[src/hdl/mult_config.svh]
`ifndef MULT_CONFIG_SVH
`define MULT_CONFIG_SVH

// ------------------------------
// Datapath widths
// ------------------------------

// Operand and result word
`define MULT_XLEN 64

// Operand with extension bit on top
`define MULT_OPW 65

// Full signed product of two widened operands
`define MULT_PRODW 130

// Physical register tag
`define MULT_PREGW 7

`endif

[src/hdl/mult_pkg.sv]
`include "mult_config.svh"

package mult_pkg;

  // ------------------------------
  // Width types
  // ------------------------------
  typedef logic [`MULT_XLEN-1:0]  xlen_t;
  typedef logic [`MULT_OPW-1:0]   opnd_t;
  typedef logic [`MULT_PRODW-1:0] prod_t;
  typedef logic [`MULT_PREGW-1:0] preg_t;

  // ------------------------------
  // Operation and result select
  // ------------------------------
  typedef enum logic [2:0] {
    MULT_MUL    = 3'd0,
    MULT_MULH   = 3'd1,
    MULT_MULHU  = 3'd2,
    MULT_MULHSU = 3'd3,
    MULT_MULW   = 3'd4
  } mult_op_e;

  // Which part of the EX4 product goes onto the result bus
  typedef enum logic [1:0] {
    RSLT_LO   = 2'd0,
    RSLT_HI   = 2'd1,
    RSLT_WORD = 2'd2
  } rslt_sel_e;

endpackage

[src/hdl/mult_pipe_ctrl.sv]
`timescale 1ns/100ps

module mult_pipe_ctrl (
  input  logic                mult_clk,
  input  logic                cpurst_b,
  input  logic                issue_vld,
  input  logic                flush,
  input  mult_pkg::rslt_sel_e ex1_rslt_sel,
  input  mult_pkg::preg_t     ex1_dst_preg,
  output logic                ex1_vld,
  output logic                ex2_vld,
  output logic                ex3_vld,
  output logic                ex1_stall,
  output logic                ex2_wakeup_vld,
  output mult_pkg::preg_t     ex2_wakeup_preg,
  output logic                ex3_data_vld,
  output mult_pkg::preg_t     ex3_preg,
  output logic                ex4_data_vld,
  output mult_pkg::rslt_sel_e ex4_rslt_sel
);

  mult_pkg::rslt_sel_e ex2_rslt_sel;
  mult_pkg::rslt_sel_e ex3_rslt_sel;
  // EX4 tag follows the result onto the bus
  mult_pkg::preg_t     ex4_preg;

  // ------------------------------
  // Valid chain
  // ------------------------------
  // Flush also kills an instruction issued at the same edge
  always_ff @(posedge mult_clk or negedge cpurst_b) begin
    if (!cpurst_b) begin
      ex1_vld      <= 1'b0;
      ex2_vld      <= 1'b0;
      ex3_vld      <= 1'b0;
      ex4_data_vld <= 1'b0;
    end else if (flush) begin
      ex1_vld      <= 1'b0;
      ex2_vld      <= 1'b0;
      ex3_vld      <= 1'b0;
      ex4_data_vld <= 1'b0;
    end else begin
      ex1_vld      <= issue_vld;
      ex2_vld      <= ex1_vld;
      ex3_vld      <= ex2_vld;
      ex4_data_vld <= ex3_vld;
    end
  end

  // Hold issue while EX1 is busy
  assign ex1_stall      = ex1_vld;
  assign ex2_wakeup_vld = ex2_vld;
  assign ex3_data_vld   = ex3_vld;

  // ------------------------------
  // Tag and select per stage
  // ------------------------------
  always_ff @(posedge mult_clk or negedge cpurst_b) begin
    if (!cpurst_b) begin
      ex2_wakeup_preg <= '0;
      ex2_rslt_sel    <= mult_pkg::RSLT_LO;
    end else if (ex1_vld) begin
      ex2_wakeup_preg <= ex1_dst_preg;
      ex2_rslt_sel    <= ex1_rslt_sel;
    end
  end

  always_ff @(posedge mult_clk or negedge cpurst_b) begin
    if (!cpurst_b) begin
      ex3_preg     <= '0;
      ex3_rslt_sel <= mult_pkg::RSLT_LO;
    end else if (ex2_vld) begin
      ex3_preg     <= ex2_wakeup_preg;
      ex3_rslt_sel <= ex2_rslt_sel;
    end
  end

  always_ff @(posedge mult_clk or negedge cpurst_b) begin
    if (!cpurst_b) begin
      ex4_preg     <= '0;
      ex4_rslt_sel <= mult_pkg::RSLT_LO;
    end else if (ex3_vld) begin
      ex4_preg     <= ex3_preg;
      ex4_rslt_sel <= ex3_rslt_sel;
    end
  end

endmodule

[config.mk]
export PLATFORM = sky130hd
export DESIGN_NAME = mult_pipe_ctrl
export DESIGN_NICKNAME = d
export VERILOG_FILES = /design/src/hdl/mult_pkg.sv /design/src/hdl/mult_pipe_ctrl.sv
export VERILOG_INCLUDE_DIRS = /design/src /design/src/hdl
export SDC_FILE = /design/constraint.sdc
export NUM_CORES = 1
export LEC_CHECK = 0
export BUFFER_PORTS_ARGS = -buffer_cell sky130_fd_sc_hd__buf_4
export CORE_MARGIN = 3
export CORE_UTILIZATION = 47
export DETAILED_ROUTE_END_ITERATION = 7
export PLACE_DENSITY = 0.77
export SYNTH_ARGS = -nofsm -noshare
export SYNTH_HDL_FRONTEND = slang
export SYNTH_SLANG_ARGS = --single-unit
[constraint.sdc]
create_clock -name mult_clk -period 1.5 [get_ports mult_clk]
set_clock_uncertainty 0.2 [all_clocks]
set_input_delay 0.15 -clock mult_clk [delete_from_list [all_inputs] [get_ports mult_clk]]
set_output_delay 0.15 -clock mult_clk [all_outputs]
set_load 0.03 [all_outputs]
==> run_results.csv <==
group,metric,value,unit
power_and_ir_drop,ir_drop,0.841,mV
logic_synthesis,synth_top_area_frac,0.623,
grt,grt_start_max_net_pins,25,
clocking,cts_tree,"yes",
grt,grt_busiest_layer,"met2",
timing,timing.final.max_slew_violations,0,
final_layout,final_cell_mix,"35 x buf_4, 22 x dfrtp_1, 18 x mux2_4",
run,cap_violations,0,
final_layout,n_fill_cell,122,
critical_path,r2r_slack,260,ps
logic_synthesis,synth.avg_cell_area,18.2,um^2
timing,period_share,0.974,
logic_synthesis,syn-num-nets,66,
routing,wl,1760,um
timing,hold_violations,0,
critical_path,path_class,"flop to output pin",
logic_synthesis,ys_seq_area_frac,0.623,
timing,postLayoutSetupSlackWorst,39.2,ps
logic_synthesis,synth_area_leaders,"dfrtp_1 62%, mux2_4 28%, nor2b_1 2.6%, buf_4 2.3%, buf_6 2.3%",
critical_path,critPathCaptureType,"output pin",
critical_path,ff2ff_path_depth,1,
timing,setup_violations,0,
clocking,root_buffer,"clkbuf_4",
clocking,clkTransAtPathRegs,120,ps
power_and_ir_drop,p_leak,0.681,nW
critical_path,worstSetupStartpointType,"flop",
power_and_ir_drop,powerDensity,1350,nW/um^2
timing,tightest_slew,287,ps
logic_synthesis,yosys_warnings,0,
outcome,status,"complete, no violations",
grt,grt_usage,0.146,
routing,drtIter0Drc,1,
clocking,cts-buffers-inserted,3,
critical_path,r2r-end,"ex2_wakeup_preg[1]$_DFFE_PN0P_",
timing,slew_headroom,0.808,
critical_path,cp_cell_sequence,"buf_4",
place,numPortBuffers,35,
min_path,hold_class,"input pin to async pin",
final_layout,final_common_cell,"buf_4",
clocking,clk_latency,300,ps
grt,met1_usage,0.170,
final_layout,nets,113,
routing,dr.pass1.iters,3,
logic_synthesis,synthDistinctLibCells,6,
routing,drc,0,
critical_path,worstPathRequired,1150,ps
critical_path,crit_fanout,12,
grt,grt_pass1_wl,2800,um
routing,vias,567,
critical_path,arrival,1110,ps
grt,gr-usage-met3,0.0321,
grt,antenna_found_initial,0,
grt,grt_pass1_vias,605,
grt,grt_overflow_total,0,
floorplanning,die_area,2630,um^2
final_layout,final_cells,124,
timing,fmax,685,MHz
routing,post_drt_wl_per_cell,14.2,um
grt,grtUsageMet2,0.262,
critical_path,cpLargestDelayFamily,"flip-flops",
final_layout,drive_gt1_frac,0.616,
floorplanning,start_util,0.529,
routing,avgViaCountPerCell,4.57,
critical_path,critPathBufInv,1,
logic_synthesis,synth_area,963,um^2
timing,min_period,1460,ps
place,placed_cells,108,
clocking,post_cts_buffers,0,
logic_synthesis,syn_inst,53,
routing,antenna_left,0,
clocking,cts.sinks,24,
floorplanning,core-area,1820,um^2
floorplanning,die-width,51.3,um
critical_path,cp.depth,1,
clocking,clk_path_buf_depth,2,
floorplanning,rows,15,
floorplanning,die_h,51.3,um
place,gp_congestion,0.674,
critical_path,cpPeakStageDelay,600,ps
place,hpwl,1150,um
final_layout,syn2layout_area_growth,42.9,%
critical_path,critPathSlowestCell,"dfrtp_4",
final_layout,antenna_cells,0,
logic_synthesis,yosys.area.top_type,"dfrtp_1",
logic_synthesis,ys_ff_latch,24,
place,place_ws,78.7,ps
critical_path,timing.rr.start,"ex1_stall$_DFF_PN0_",
clocking,htree_levels,1,
floorplanning,num_io_pins,36,
-- synthesized netlist by cell type --
cell / n
buf_4: 3
buf_6: 2
dfrtp_1: 24
mux2_2: 2
mux2_4: 18
nor2b_1: 4
-- timing repair --
item | in CTS | in global routing
gates resized for setup | 3 | 1
endpoints found under the hold margin | 37 | 0
endpoints found under the setup margin | 4 | 2
pin swaps | 0 | 0
gates cloned | 0 | 0
hold buffers | 12 | 0
-- kinds of logic (layout without fill, tap and decap cells) --
| kind of cell | Yosys count | count (layout) | share of synthesized area |
|---|---|---|---|
| DFF | 24 | 24 | 0.623 |
| buffers and inverters | 5 | 51 | 0.0467 |
| muxes | 20 | 20 | 0.304 |
| and+or+nand+nor | 4 | 4 | 0.0260 |
-- registers in the layout, summed over array words and instances, names as in the netlist --
register / count
ex3_rslt_sel: 2
ex3_data_vld: 1
ex4_rslt_sel: 2
ex1_stall: 1
ex2_rslt_sel: 2
ex2_wakeup_preg: 7
ex4_data_vld: 1
ex3_preg: 7
ex2_vld: 1
-- routing by layer --
layer	wire (um)	vias to the layer above
li1	-	267
met1	754	270
met2	857	26
met3	116	4
met4	28	0
met5	0	-
-- cell type report --
type	instances	area [um^2]	area share
sequential	24	608	0.442
timing repair buffer	47	383	0.278
multi-input combinational	24	318	0.231
clock buffer	4	36.3	0.0264
tap	25	31.3	0.0227
-- power by group --
part,internal (mW),switching [mW]
Combinational,0.333,0.322
Sequential,0.778,0.0987
Clock,0.148,0.174
-- per-stage QoR --
step | util | cell area, um^2 | total power, mW | setup TNS [ps] | hold slack [ps]
floorplan | - | 963 | 1.28 | 0 | -346
global placement | 0.666 | 1210 | 1.51 | 0 | -141
detailed placement | 0.666 | 1210 | 1.52 | 0 | -139
CTS | 0.755 | 1370 | 1.86 | 0 | 62.7
global route | 0.756 | 1380 | 1.94 | -1.50 | 63.8
finish | 0.756 | 1380 | 1.85 | 0 | 54.3
-- how the worst max path moves through the flow --
| stage | slack, ps | to | startpoint |
|---|---|---|---|
| 2_1_floorplan | 150 | ex2_rslt_sel[0]$_DFFE_PN0P_ | ex1_stall$_DFF_PN0_ |
| 3_3_place_gp | 100 | ex2_wakeup_preg[1]$_DFFE_PN0P_ | ex1_stall$_DFF_PN0_ |
| 3_5_place_dp | 80 | ex2_rslt_sel[1]$_DFFE_PN0P_ | ex1_stall$_DFF_PN0_ |
| 4_1_cts | 20 | ex2_vld | ex2_vld$_DFF_PN0_ |
| 5_1_grt | -1 | ex1_stall$_DFF_PN0_ | flush |
| 6_report | 40 | ex1_stall | ex1_stall$_DFF_PN0_ |
Note: power is estimated with default switching activity, not from simulation.
