==> src/hdl/mult_config.svh <==
`ifndef MULT_CONFIG_SVH
`define MULT_CONFIG_SVH

// ------------------------------
// Datapath widths
// ------------------------------

// Operand and result word
`define MULT_XLEN 64

// Operand with extension bit on top
`define MULT_OPW 65

// Full signed product of two widened operands
`define MULT_PRODW 130

// Physical register tag
`define MULT_PREGW 7

`endif

==> src/hdl/mult_pkg.sv <==
`include "mult_config.svh"

package mult_pkg;

  // ------------------------------
  // Width types
  // ------------------------------
  typedef logic [`MULT_XLEN-1:0]  xlen_t;
  typedef logic [`MULT_OPW-1:0]   opnd_t;
  typedef logic [`MULT_PRODW-1:0] prod_t;
  typedef logic [`MULT_PREGW-1:0] preg_t;

  // ------------------------------
  // Operation and result select
  // ------------------------------
  typedef enum logic [2:0] {
    MULT_MUL    = 3'd0,
    MULT_MULH   = 3'd1,
    MULT_MULHU  = 3'd2,
    MULT_MULHSU = 3'd3,
    MULT_MULW   = 3'd4
  } mult_op_e;

  // Which part of the EX4 product goes onto the result bus
  typedef enum logic [1:0] {
    RSLT_LO   = 2'd0,
    RSLT_HI   = 2'd1,
    RSLT_WORD = 2'd2
  } rslt_sel_e;

endpackage

==> src/hdl/mult_issue_stage.sv <==
`timescale 1ns/100ps
`include "mult_config.svh"

module mult_issue_stage (
  input  logic                mult_clk,
  input  logic                cpurst_b,
  input  logic                issue_vld,
  input  mult_pkg::mult_op_e  issue_op,
  input  mult_pkg::xlen_t     issue_src0,
  input  mult_pkg::xlen_t     issue_src1,
  input  mult_pkg::preg_t     issue_dst_preg,
  output mult_pkg::opnd_t     ex1_src0,
  output mult_pkg::opnd_t     ex1_src1,
  output mult_pkg::rslt_sel_e ex1_rslt_sel,
  output mult_pkg::preg_t     ex1_dst_preg
);

  logic                src0_signed;
  logic                src1_signed;
  logic                word_op;
  mult_pkg::rslt_sel_e rf_rslt_sel;
  mult_pkg::xlen_t     rf_src0_word;
  mult_pkg::xlen_t     rf_src1_word;
  mult_pkg::opnd_t     rf_src0;
  mult_pkg::opnd_t     rf_src1;

  // ------------------------------
  // RF stage operation decode
  // ------------------------------
  always_comb begin
    src0_signed = 1'b1;
    src1_signed = 1'b1;
    word_op     = 1'b0;
    rf_rslt_sel = mult_pkg::RSLT_HI;
    case (issue_op)
      mult_pkg::MULT_MUL: begin
        rf_rslt_sel = mult_pkg::RSLT_LO;
      end
      mult_pkg::MULT_MULH: begin
        rf_rslt_sel = mult_pkg::RSLT_HI;
      end
      mult_pkg::MULT_MULHU: begin
        src0_signed = 1'b0;
        src1_signed = 1'b0;
      end
      mult_pkg::MULT_MULHSU: begin
        src1_signed = 1'b0;
      end
      mult_pkg::MULT_MULW: begin
        word_op     = 1'b1;
        rf_rslt_sel = mult_pkg::RSLT_WORD;
      end
      default: begin
        rf_rslt_sel = mult_pkg::RSLT_LO;
      end
    endcase
  end

  // Upper word dropped for mulw, low 32 product bits do not depend on it
  assign rf_src0_word = word_op ? {{(`MULT_XLEN-32){1'b0}}, issue_src0[31:0]} : issue_src0;
  assign rf_src1_word = word_op ? {{(`MULT_XLEN-32){1'b0}}, issue_src1[31:0]} : issue_src1;

  // Widen to 65 bits, extension bit is the sign or zero
  assign rf_src0 = {src0_signed & rf_src0_word[`MULT_XLEN-1], rf_src0_word};
  assign rf_src1 = {src1_signed & rf_src1_word[`MULT_XLEN-1], rf_src1_word};

  // ------------------------------
  // EX1 operand registers
  // ------------------------------
  always_ff @(posedge mult_clk or negedge cpurst_b) begin
    if (!cpurst_b) begin
      ex1_src0     <= '0;
      ex1_src1     <= '0;
      ex1_rslt_sel <= mult_pkg::RSLT_LO;
      ex1_dst_preg <= '0;
    end else if (issue_vld) begin
      ex1_src0     <= rf_src0;
      ex1_src1     <= rf_src1;
      ex1_rslt_sel <= rf_rslt_sel;
      ex1_dst_preg <= issue_dst_preg;
    end
  end

endmodule

==> config.mk <==
export PLATFORM = sky130hd
export DESIGN_NAME = mult_issue_stage
export DESIGN_NICKNAME = d
export VERILOG_FILES = /design/src/hdl/mult_pkg.sv /design/src/hdl/mult_issue_stage.sv
export VERILOG_INCLUDE_DIRS = /design/src /design/src/hdl
export SDC_FILE = /design/constraint.sdc
export NUM_CORES = 1
export LEC_CHECK = 0
export BUFFER_PORTS_ARGS = -buffer_cell sky130_fd_sc_hd__buf_2
export CORE_ASPECT_RATIO = 1.1
export CORE_UTILIZATION = 45
export DETAILED_ROUTE_END_ITERATION = 8
export PLACE_DENSITY = 0.89
export SLEW_MARGIN = 10
export SYNTH_ARGS = -nofsm -noshare
export SYNTH_HDL_FRONTEND = slang
export SYNTH_SLANG_ARGS = --single-unit
==> constraint.sdc <==
create_clock -name mult_clk -period 0.8 [get_ports mult_clk]
set_input_delay 0 -clock mult_clk [delete_from_list [all_inputs] [get_ports mult_clk]]
set_output_delay 0 -clock mult_clk [all_outputs]
set_load 0.05 [all_outputs]
==> results, run 1 <==
- Of the total power, the clock network draws 32.8%.
- The worst setup slack after placement is -0.165 ns.
- The startpoint-to-endpoint class of the critical path is flop to output port.
- The average instance in the mapped netlist occupies 12.3 um2.
- The sum of net half-perimeters after detailed placement is 10.4 mm.
- Fill cells in the final layout number 347.
- In this run the horizontal extent of the chip is 107 um.
- The final layout contains routed wiring with a total length of 27.5 mm.
- The power density over the cells is 2210 nW/um2.
- The net load switching power is 8.33 mW.
- STA puts the critical path data required time at 0.80 ns.
- Once the floorplan was initialized, standard cells occupied 46.9% of the core.
- For this run, the share of the core covered by cells in the final layout is 93.0%.
- Measured along the y axis, the die boundary spans 118 um.
- The worst relative slew slack is 81.6%.
- The placed instances occupy a cell area of 7380 um2.
- The final worst-path setup slack is -0.220 ns.
- The CTS tree is yes.
- At the end of the flow, the number of nets in the layout was 1067.
- The flop and latch count out of synthesis is 139.
- The start point of the critical path is ex1_src1[41].
- The leakage power of the design is 5.19 nW.
- Per report_power, the sequential group accounts for 35.7% of the total.
- Once placement completed, the tool counted placed cells totaling 876.
- Walking the worst path, the cells encountered are buf_6.
- The summed negative setup slack over all endpoints is -30.23 ns.
- In this design, the largest share of critical-path delay is due to flip-flops.
- The internal power of the cells is 15.7 mW.
- The fraction of power consumed by combinational cells is 31.6%.
- The smallest clock period supported by the final layout is computed as 1.02 ns.
- The most common library cell in the layout ignoring fill and taps is sky130_fd_sc_hd__buf_6.
- Dividing the detail-routed wire length by the instance count gives 25.1 um.
- The root buffer selected by CTS is sky130_fd_sc_hd__clkbuf_16.
- The floorplan has 41 rows.
- The worst-path cell with the longest stage delay is sky130_fd_sc_hd__dfrtp_2.
- In this run the biggest area consumer among cell types represents 63.4% of the synthesized area.
- The wire length of the first global-routing pass is 36.0 mm.
- The worst register-to-register path has a depth of 2.
- The net count of the mapped netlist is 586.
- The critical-path maximum fanout is 2.
- The worst-case vdd ir drop is 1.87 mV.
- By area the synthesized netlist is led by sky130_fd_sc_hd__dfrtp_1, sky130_fd_sc_hd__mux2_2, sky130_fd_sc_hd__o22ai_1.
- In the finished design, the share of the clock period the worst path needs comes to 127%.
- The library cells used most frequently in the layout, excluding fill and tap cells, are sky130_fd_sc_hd__buf_6, sky130_fd_sc_hd__dfrtp_2, sky130_fd_sc_hd__buf_2.
- The total number of H-tree levels is 4.
- The maximum number of pins on one net before global-route repair is 52.
- The capturing element type of the critical path is an output port.
- The final design instance area without fill is 10900 um2.
- Sequential elements use 63.4% of the synthesized area.
- During I/O placement, the number of pins put on the boundary was 280.
- Summed over all layers, the global routing overflow is 0.
- The number of antenna violations at the first check in global routing was 6.
- The ratio of cells with drive above 1 in the final layout is 65.4%.
- Summed over all instances, the cell type with the most area after synthesis is sky130_fd_sc_hd__dfrtp_1.
- The number of warnings reported in the yosys synthesis log is 0.
- The hold violation count in the final report is 0.
- The CTS buffer count is 17.
- The first TritonRoute pass finished after 5 iterations.
- The detailed router placed 6079 vias in this run.
- The clock reaches the later pin of the worst-skew pair after 0.39 ns.
- Counting every instance in the synthesized netlist gives 445.
- The power after layout is 24.0 mW.
- The remaining routing DRC violations is 0.
- Setup repair after global routing could not meet its margin everywhere.
- The termination of the worst setup path is ex1_src1[41].
- For this run, the total global-route usage over all layers was measured as 38.8%.
- The maximum single-stage delay on the critical path is 0.45 ns.
- The flop-to-flop setup slack is -0.17 ns.
- The cell area after synthesis is 5490 um2.
- The worst hold margin is 0.00329 ns.
- In this run the number of cells on the critical path is 1.
- The launching point of the worst reg2reg path is ex1_src1[4].
- For the final database, setup skew stands at 0 ns.
- At the end of routability-driven placement, the weighted congestion stood at 0.769.
- The count of maximum capacitance violations is 0.
- Counting both buffers and inverters, the worst setup path holds a total of 1.
- The count of clock tree sinks is 139.
- The count of final max-slew check failures is 0.
- The number of DRC markers after the initial detailed-route iteration is 528.
- The non-filler instance count after layout is 1094.
- The die covers 12600 um2.
- The layout-stage area growth over the synthesis result is 98.4%.
- At the pin with the least slew margin, the transition time is 0.276 ns.
- The checks that failed: setup timing.
- The switching power share of the total is 34.7%.
- The average vias per placed instance is 5.56.
- The maximum achievable frequency is 981 MHz.
- No sink is reached through more buffers than the 2 on the longest clock path.
- The worst hold path belongs to the class primary input to asynchronous set/reset pin.
- The via count of the first global-routing pass is 6474.
- The number of library cell types mapped by synthesis is 17.
- The run finished, with violations left.
- Setup violations remaining at the end of the flow were counted as 212.
- In this run the remaining antenna-violating nets after routing total 0.
- The standard cell core area is 11700 um2.
- The number of buffer cells added on primary ports is 279.
- Clock-pin slew was measured on the worst setup and hold paths at 0.07 ns.
- The worst setup path is launched from a flop.
- Data on the critical path arrives at its endpoint at 1.02 ns.
- The endpoint identified for the worst register-to-register timing path is ex1_src1[4].
[registers in the layout, indices dropped and copies added, names as in the netlist]
signal and count:
ex1_dst_preg 7, ex1_src1 65, ex1_rslt_sel 2, ex1_src0 65
[power groups by stage]
stage	Clock, mW	Sequential [mW]	Combinational [mW]
finish	7.87	8.58	7.59
global route	8.22	8.62	7.81
CTS	7.76	8.38	6.55
detailed placement	0	8.31	5.05
global placement	0	8.26	4.97
floorplan	0	10.8	0.998
[synthesized netlist by cell type]
cell type	n
sky130_fd_sc_hd__inv_1	67
sky130_fd_sc_hd__xor2_1	1
sky130_fd_sc_hd__dfrtp_1	139
sky130_fd_sc_hd__o22ai_1	65
sky130_fd_sc_hd__mux2_2	68
sky130_fd_sc_hd__o32ai_1	1
sky130_fd_sc_hd__nor2b_1	1
sky130_fd_sc_hd__nand2_1	64
sky130_fd_sc_hd__nand2b_1	1
sky130_fd_sc_hd__nor2_1	1
sky130_fd_sc_hd__a31oi_1	1
sky130_fd_sc_hd__buf_6	13
sky130_fd_sc_hd__mux2_1	4
sky130_fd_sc_hd__buf_4	2
sky130_fd_sc_hd__nor3b_2	1
sky130_fd_sc_hd__mux2i_1	1
sky130_fd_sc_hd__buf_2	15
[layout make-up]
cell class                 instances  area, um2  share of cell area (%)
antenna                            6       15.0                   0.138
clock buffer                      18        429                    3.94
clock inverter                    13        144                    1.32
inverter                          67        251                    2.31
multi-input combinational        209       1710                    15.8
sequential                       139       3650                    33.6
tap                              150        188                    1.72
timing repair buffer             492       4490                    41.3
[logic make-up (layout without fill, tap and decap cells)]
| family | after synthesis | after routing | share of synthesized area, % |
|---|---|---|---|
| simple gates | 68 | 68 | 4.90 |
| other cells | 0 | 6 | 0 |
| buf+inv | 97 | 590 | 8.89 |
| flops | 139 | 139 | 63.4 |
| xor+xnor | 1 | 1 | 0.160 |
| compound gates | 67 | 67 | 7.69 |
| mux | 73 | 73 | 15.0 |
[how the worst min path moves through the flow]
stage          cells past startpoint  slack, ns  startpoint              end
2_1_floorplan                      0      -0.30    cpurst_b  ex1_dst_preg[0]
5_1_grt                            2       0.02    cpurst_b  ex1_dst_preg[3]
3_3_place_gp                       1      -0.14    cpurst_b      ex1_src1[2]
4_1_cts                            2      -0.01    cpurst_b  ex1_dst_preg[3]
3_5_place_dp                       1      -0.14    cpurst_b  ex1_dst_preg[3]
6_report                           2      0.003    cpurst_b  ex1_dst_preg[3]
[repair_timing]
action                                 CTS  global route
buffers inserted                         9            35
setup endpoints to repair              141           208
endpoints found under the hold margin  277             0
gates cloned                             0             0
gates resized for setup                289            85
pin swaps                                0             2
hold buffers                           138             0
[per-layer routing]
metal  global-route usage (%)  part of all wire, %  vias up  routed length, um
li1                         -                    -     2445                  -
met1                     39.1                   32     2933               8680
met2                     68.4                   51      506              13900
met3                     10.7                  9.1      195               2490
met4                     26.6                  8.8        0               2420
met5                        0                    0        -                  0
No activity file was read; power rests on OpenSTA's default activity.
==> run 2, diff against run 1 <==
CELL_PAD_IN_SITES_DETAIL_PLACEMENT = 1   (was unset)
CELL_PAD_IN_SITES_GLOBAL_PLACEMENT = 2   (was unset)
CORE_UTILIZATION = 27   (was 45)
==> run 2 against run 1 <==
Against the previous run: the flow finishes with violations (hold timing, setup timing); critical path depth stayed put; routed wire length shrank 9.1%; hold slack got worse by 0.026 ns; cell count is 8.1% higher; largest power group unchanged; non-clock buffer count fell by 12.
==> results, run 2 (synthesis results as in run 1) <==
- The data required time at the worst endpoint came to 0.80 ns (about the same).
- The weighted congestion reported at the end of routability-driven placement was 0.752 (was 0.769).
- The clock network latency to the later pin of the worst-skew pair is 0.41 ns (was 0.39 ns).
- The met2 wirelength from detailed routing is 14.1 mm (was 13.9 mm).
- The count of buffering cells on the critical path with inverters included is 1 (unchanged).
- The final count of negative-setup-slack endpoints was 175 (was 212).
- The overall die area came to 20900 um2 (was 12600 um2).
- The count of final max-slew check failures is 0 (unchanged).
- The remaining routing DRC violations is 0 (unchanged).
- Cells traversed along the worst timing path: buf_8 (was buf_6).
- The total congestion overflow after global routing is 0 (unchanged).
- The average routed wire per standard cell is 21.1 um (was 25.1 um).
- The via count of the first global-routing pass came to 6083 (was 6474).
- The number of buffers on the longest clock path came to 2 (unchanged).
- Largest registers ranked by flip-flop count: ex1_src0: 65 flops, ex1_src1: 65 flops, ex1_dst_preg: 7 flops (unchanged).
- The effective utilization at floorplan is 27.6% (was 46.9%).
- The standard cell core area was 19900 um2 (was 11700 um2).
- The maximum single-stage delay on the critical path is 0.44 ns (was 0.45 ns).
- The power density over the cells is 2200 nW/um2 (was 2210 nW/um2).
- The maximum achievable frequency is 984 MHz (was 981 MHz).
- Unrepaired setup endpoints after global routing: true (unchanged).
- The worst relative slew slack is 76.6% (was 81.6%).
- The topmost layer with routed signal wires is met4 (unchanged).
- The CTS buffer count is 17 (unchanged).
- The number of DRC markers after the initial detailed-route iteration was 116 (was 528).
- The leakage power of the design is 5.08 nW (was 5.19 nW).
- The worst setup skew after layout is 0 ns (unchanged).
- The CTS tree was yes (unchanged).
- The class of the worst hold path is primary input to flop (was primary input to asynchronous set/reset pin).
- The startpoint-to-endpoint class of the critical path is flop to output port (unchanged).
- The wire length of the first global-routing pass is 33.8 mm (was 36.0 mm).
- The cts-stage hold buffer count is 139 (was 138).
- The category of the worst setup path launch point was a flop (unchanged).
- The capturing element type of the critical path is an output port (unchanged).
- The worst hold margin is -0.0229 ns (was 0.00329 ns).
- The number of antenna violations at the first check in global routing came to 4 (was 6).
- The root buffer selected by CTS is sky130_fd_sc_hd__clkbuf_16 (unchanged).
- The overall die width is 138 um (was 107 um).
- The net count of the finished layout is 1055 (was 1067).
- The final critical delay including setup and external delays is 1.02 ns (about the same).
- The count of clock tree sinks is 139 (unchanged).
- The via total after detailed routing was 5448 (was 6079).
- The maximum number of pins on one net before global-route repair is 46 (was 52).
- The layout-stage area growth over the synthesis result is 98.2% (was 98.4%).
- The average vias per placed instance came to 4.61 (was 5.56).
- The final design instance area without fill is 10900 um2 (about the same).
- The final worst-path setup slack was -0.217 ns (was -0.220 ns).
- Commonest cells after routing, fill and taps aside: sky130_fd_sc_hd__buf_6, sky130_fd_sc_hd__dfrtp_2, sky130_fd_sc_hd__dlygate4sd3_1, sky130_fd_sc_hd__buf_2, sky130_fd_sc_hd__nand2_1 (was sky130_fd_sc_hd__buf_6, sky130_fd_sc_hd__dfrtp_2, sky130_fd_sc_hd__buf_2).
- The number of iterations in the first detailed-routing pass is 4 (was 5).
- The number of core rows was 54 (was 41).
- The worst-path cell with the longest stage delay was sky130_fd_sc_hd__dfrtp_2 (unchanged).
- The critical path's top delay family is flip-flops (unchanged).
- The met3 layer wire length in the routed design is 1.11 mm (was 2.49 mm).
- The most common library cell in the layout ignoring fill and taps is sky130_fd_sc_hd__buf_6 (unchanged).
- Violated checks: hold timing, setup timing (was setup timing).
- The sum of net half-perimeters after detailed placement is 12.0 mm (was 10.4 mm).
- The hold violation count in the final report is 1 (was 0).
- The slew at the pin closest to its max-slew limit is 0.351 ns (was 0.276 ns).
- The routed length on met1 is 8.34 mm (was 8.68 mm).
- The ratio of cells with drive above 1 in the final layout is 64.7% (was 65.4%).
- The power after layout is 24.0 mW (about the same).
- The global-route usage over all layers is 22.0% (was 38.8%).
- The remaining antenna violation count is 0 (unchanged).
- The number of filler instances in the final layout is 2035 (was 347).
- The instance area after placement came to 7500 um2 (was 7380 um2).
- The number of buffer cells added on primary ports is 279 (unchanged).
- The critical-path maximum fanout was 2 (unchanged).
- The critical path data arrival time is 1.02 ns (about the same).
- Outcome: finished, violations left (unchanged).
- The height of the die was 152 um (was 118 um).
- The total number of H-tree levels is 4 (unchanged).
- The clock transition at the registers of the reported paths is 0.07 ns (about the same).
- The wire length after detailed routing is 25.0 mm (was 27.5 mm).
- The fraction of the cycle the final worst path needs is 127% (about the same).
- The worst-case vdd ir drop was 1.59 mV (was 1.87 mV).
- The count of maximum capacitance violations is 0 (unchanged).
- The count of boundary I/O pins came to 280 (unchanged).
==> run 2: final timing paths <==
path                               from              end  slack (ns)  depth (start not counted)
hold / removal              issue_op[2]  ex1_rslt_sel[0]       -0.02                          3
setup reg to reg           ex1_src1[28]     ex1_src1[28]       -0.17                          2
min in group asynchronous      cpurst_b  ex1_dst_preg[5]        0.03                          2
setup / recovery            ex1_src1[8]      ex1_src1[8]       -0.22                          1
max in group asynchronous      cpurst_b     ex1_src1[54]        0.25                          3
hold reg to reg            ex1_src1[12]     ex1_src1[12]        0.53                          1
==> run 2: area by class of cell <==
class	count	area, um2	share of cell area, %
antenna	4	10.0	0.0920
sequential	139	3650	33.6
clock inverter	13	155	1.43
tap	252	315	2.90
timing repair buffer	480	4390	40.3
inverter	67	251	2.31
multi-input combinational	209	1660	15.3
clock buffer	19	443	4.07
==> run 2: per-stage QoR <==
stage                     setup TNS, ns  cells  setup slack (ns)  hold slack, ns  utilization (%)
after floorplan                   -7.43    445            -0.123          -0.296                -
after global placement            -7.20    976            -0.108          -0.161             37.8
after detailed placement          -9.90    976            -0.165          -0.158             37.8
after CTS                        -27.95   1158            -0.217         -0.0217             52.9
after global routing             -34.58   1183            -0.251         0.00486             54.8
final                            -28.84   1183            -0.217         -0.0229             54.8
==> run 2: power breakdown <==
group          internal, mW  switching (mW)  leakage, nW  total [mW]
logic                  3.11            4.15         3.28        7.27
registers              7.85           0.619         1.52        8.47
clock network          4.77            3.46        0.284        8.22
total                  15.7            8.23         5.08        24.0
==> run 2: timing repair <==
item                       in CTS  in global routing
pin swaps                       0                  1
setup endpoints to repair     141                190
buffers inserted               11                 23
resized for setup             297                 55
hold endpoints to repair      277                 10
==> run 2: metal layers <==
metal / vias up / track usage (%)
met5: - / 0
met2: 219 / 41.3
met4: 0 / 15.2
met3: 80 / 4.86
met1: 2733 / 21.0
li1: 2416 / -
==> run 3, diff against run 2 <==
CORE_UTILIZATION = 25   (was 27)
PLACE_DENSITY = 0.87   (was 0.89)
clock period = 0.9 ns   (was 0.8 ns; I/O delays follow)
==> run 3 against run 2 <==
Against the previous run: the flow finishes with violations (setup timing); die area up 7.9%; via count down 3.2%; first-iteration DRC count is 2.6% higher; hold slack gained 0.087 ns; worst setup slack better by 0.11 ns; total power decreased by 13%; critical path depth did not move; utilization down 4.8 points; cell count rose by 3.6%; clock skew is the same.
==> results, run 3 (synthesis results as in run 1) <==
- Outcome: finished, violations left (unchanged).
- Violated checks: setup timing (was hold timing, setup timing).
- The number of buffer cells added on primary ports came to 279 (unchanged).
- The number of buffers on the longest clock path is 2 (unchanged).
- The count of boundary I/O pins came to 280 (unchanged).
- The hold violation count in the final report is 0 (was 1).
- The wire length after detailed routing came to 22.2 mm (was 25.0 mm).
- The ratio of cells with drive above 1 in the final layout was 56.1% (was 64.7%).
- Commonest cells after routing, fill and taps aside: sky130_fd_sc_hd__buf_6, sky130_fd_sc_hd__dlygate4sd3_1, sky130_fd_sc_hd__buf_2 (was sky130_fd_sc_hd__buf_6, sky130_fd_sc_hd__dfrtp_2, sky130_fd_sc_hd__dlygate4sd3_1, sky130_fd_sc_hd__buf_2, sky130_fd_sc_hd__nand2_1).
- The number of antenna violations at the first check in global routing came to 0 (was 4).
- The remaining antenna violation count was 0 (unchanged).
- The final count of negative-setup-slack endpoints is 160 (was 175).
- The critical path's top delay family is flip-flops (unchanged).
- Largest registers ranked by flip-flop count: ex1_src0: 65 flops, ex1_src1: 65 flops, ex1_dst_preg: 7 flops (unchanged).
- The class of the worst hold path was primary input to flop (unchanged).
- The sum of net half-perimeters after detailed placement is 11.9 mm (was 12.0 mm).
- The antenna cell count is 0 (was 4).
- The routed design could run at a clock period as short as 1.01 ns.
- The total congestion overflow after global routing is 0 (unchanged).
- The number of iterations in the first detailed-routing pass came to 4 (unchanged).
- The sequential cell area is 3570 um2 (was 3650 um2).
- The switching power share of the total is 33.7% (was 34.3%).
- The net count of the finished layout was 1063 (was 1055).
- The number of DRC markers after the initial detailed-route iteration is 119 (was 116).
- The sequential share of power came to 35.8% (was 35.4%).
- The startpoint-to-endpoint class of the critical path was flop to output port (unchanged).
- The leakage power of the design is 5.10 nW (was 5.08 nW).
- The count of maximum capacitance violations is 0 (unchanged).
- The weighted congestion reported at the end of routability-driven placement came to 0.686 (was 0.752).
- The maximum number of pins on one net before global-route repair came to 41 (was 46).
- Derived from the worst setup path, the maximum achievable clock frequency is 991 MHz.
- The summed negative setup slack over all endpoints was -10.78 ns (was -28.84 ns).
- Cells traversed along the worst timing path: buf_6 (was buf_8).
- The layout-stage area growth over the synthesis result is 95.3% (was 98.2%).
- The via count of the first global-routing pass was 5923 (was 6083).
- The worst hold margin was 0.0638 ns (was -0.0229 ns).
- The overall die width came to 143 um (was 138 um).
- The final worst-path setup slack is -0.109 ns (was -0.217 ns).
- The wire length of the first global-routing pass came to 32.5 mm (was 33.8 mm).
- The category of the worst setup path launch point is a flop (unchanged).
- The internal power of the cells is 13.8 mW (was 15.7 mW).
- The average vias per placed instance was 4.30 (was 4.61).
- The slew at the pin closest to its max-slew limit is 0.347 ns (was 0.351 ns).
- The area of combinational cells with multiple inputs is 1560 um2 (was 1660 um2).
- The capturing element type of the critical path is an output port (unchanged).
- The total number of H-tree levels is 4 (unchanged).
- The clock network latency to the later pin of the worst-skew pair is 0.41 ns (about the same).
- The count of clock tree sinks is 139 (unchanged).
- The most common library cell in the layout ignoring fill and taps was sky130_fd_sc_hd__buf_6 (unchanged).
- The worst-case vdd ir drop is 1.10 mV (was 1.59 mV).
- The fraction of the cycle the final worst path needs is 112%.
- The root buffer selected by CTS is sky130_fd_sc_hd__clkbuf_16 (unchanged).
- The CTS tree is yes (unchanged).
- The count of buffering cells on the critical path with inverters included came to 1 (unchanged).
- The maximum single-stage delay on the critical path is 0.44 ns (about the same).
- The via total after detailed routing came to 5272 (was 5448).
- The number of core rows came to 56 (was 54).
- The worst relative slew slack is 76.8% (was 76.6%).
- The net load switching power came to 7.02 mW (was 8.23 mW).
- The worst setup slack after placement is -0.0536 ns (was -0.165 ns).
- The effective utilization at floorplan is 25.6% (was 27.6%).
- The average routed wire per standard cell is 18.1 um (was 21.1 um).
- The final design instance area without fill came to 10700 um2 (was 10900 um2).
- The count of final max-slew check failures came to 0 (unchanged).
- The overall die area is 22500 um2 (was 20900 um2).
- The clock transition at the registers of the reported paths is 0.06 ns (was 0.07 ns).
- The worst setup skew after layout was 0 ns (unchanged).
- The clock share of power is 34.4% (was 34.3%).
- The data required time at the worst endpoint is 0.90 ns (was 0.80 ns).
- The number of filler instances in the final layout was 2301 (was 2035).
- The global-route usage over all layers came to 19.2% (was 22.0%).
- The worst-path cell with the longest stage delay is sky130_fd_sc_hd__dfrtp_2 (unchanged).
- The remaining routing DRC violations is 0 (unchanged).
- The instance area after placement came to 7440 um2 (was 7500 um2).
- The standard cell core area was 21400 um2 (was 19900 um2).
- The CTS buffer count was 17 (unchanged).
- The fraction of power consumed by combinational cells is 29.9% (was 30.3%).
- The critical-path maximum fanout is 2 (unchanged).
- The power density over the cells is 1950 nW/um2 (was 2200 nW/um2).
- The critical path data arrival time is 1.01 ns (was 1.02 ns).
- The height of the die is 157 um (was 152 um).
- Unrepaired setup endpoints after global routing: true (unchanged).
-- run 3: stage by stage --
stage / power [mW] / util, % / instances
2_1_floorplan: 10.4 / - / 445
3_3_place_gp: 11.8 / 34.7 / 1008
3_5_place_dp: 11.9 / 34.7 / 1008
4_1_cts: 20.6 / 48.5 / 1192
5_1_grt: 21.6 / 50.0 / 1225
6_report: 20.9 / 50.0 / 1225
-- run 3: final timing paths --
kind	from	end	slack, ns	cells past startpoint
hold reg to reg	ex1_src0[27]	ex1_src0[27]	0.53	1
setup reg to reg	ex1_src1[3]	ex1_src1[3]	-0.08	2
min in group asynchronous	cpurst_b	ex1_src0[33]	0.18	3
max in group asynchronous	cpurst_b	ex1_src1[57]	-0.04	3
setup / recovery	ex1_src1[29]	ex1_src1[29]	-0.11	1
hold / removal	issue_vld	ex1_src1[64]	0.06	3
-- run 3: repair_timing --
item	in CTS	in global routing
resized for setup	282	14
pin swaps	0	0
hold buffers	139	2
buffers inserted	13	31
setup endpoints to repair	139	145
endpoints found under the hold margin	277	6
-- run 3: tightest hold or removal path, cell delays in order --
cell and delay [ns]:
sky130_fd_sc_hd__buf_6 0.14, sky130_fd_sc_hd__buf_12 0.17, sky130_fd_sc_hd__o32ai_1 0.10
-- run 3: power groups by stage --
stage	logic (mW)	registers, mW	clock network [mW]
floorplan	0.891	9.55	0
global placement	4.44	7.32	0
global route	6.51	7.52	7.61
CTS	5.85	7.40	7.40
detailed placement	4.52	7.35	0
finish	6.23	7.46	7.17
-- run 3: routing by layer --
metal  track usage, %  vias to the layer above  routed length, um
met2             35.5                      227              11700
met1             20.3                     2564               8320
met5                0                        -                  0
met4             8.21                        0                652
li1                 -                     2434                  -
met3             5.20                       47               1500
-- run 3: area by class of cell --
type | count | area share (%)
timing repair buffer | 488 | 40.8
sequential | 139 | 33.3
multi-input combinational | 209 | 14.6
clock buffer | 18 | 4.10
tap | 290 | 3.39
inverter | 67 | 2.35
clock inverter | 14 | 1.48
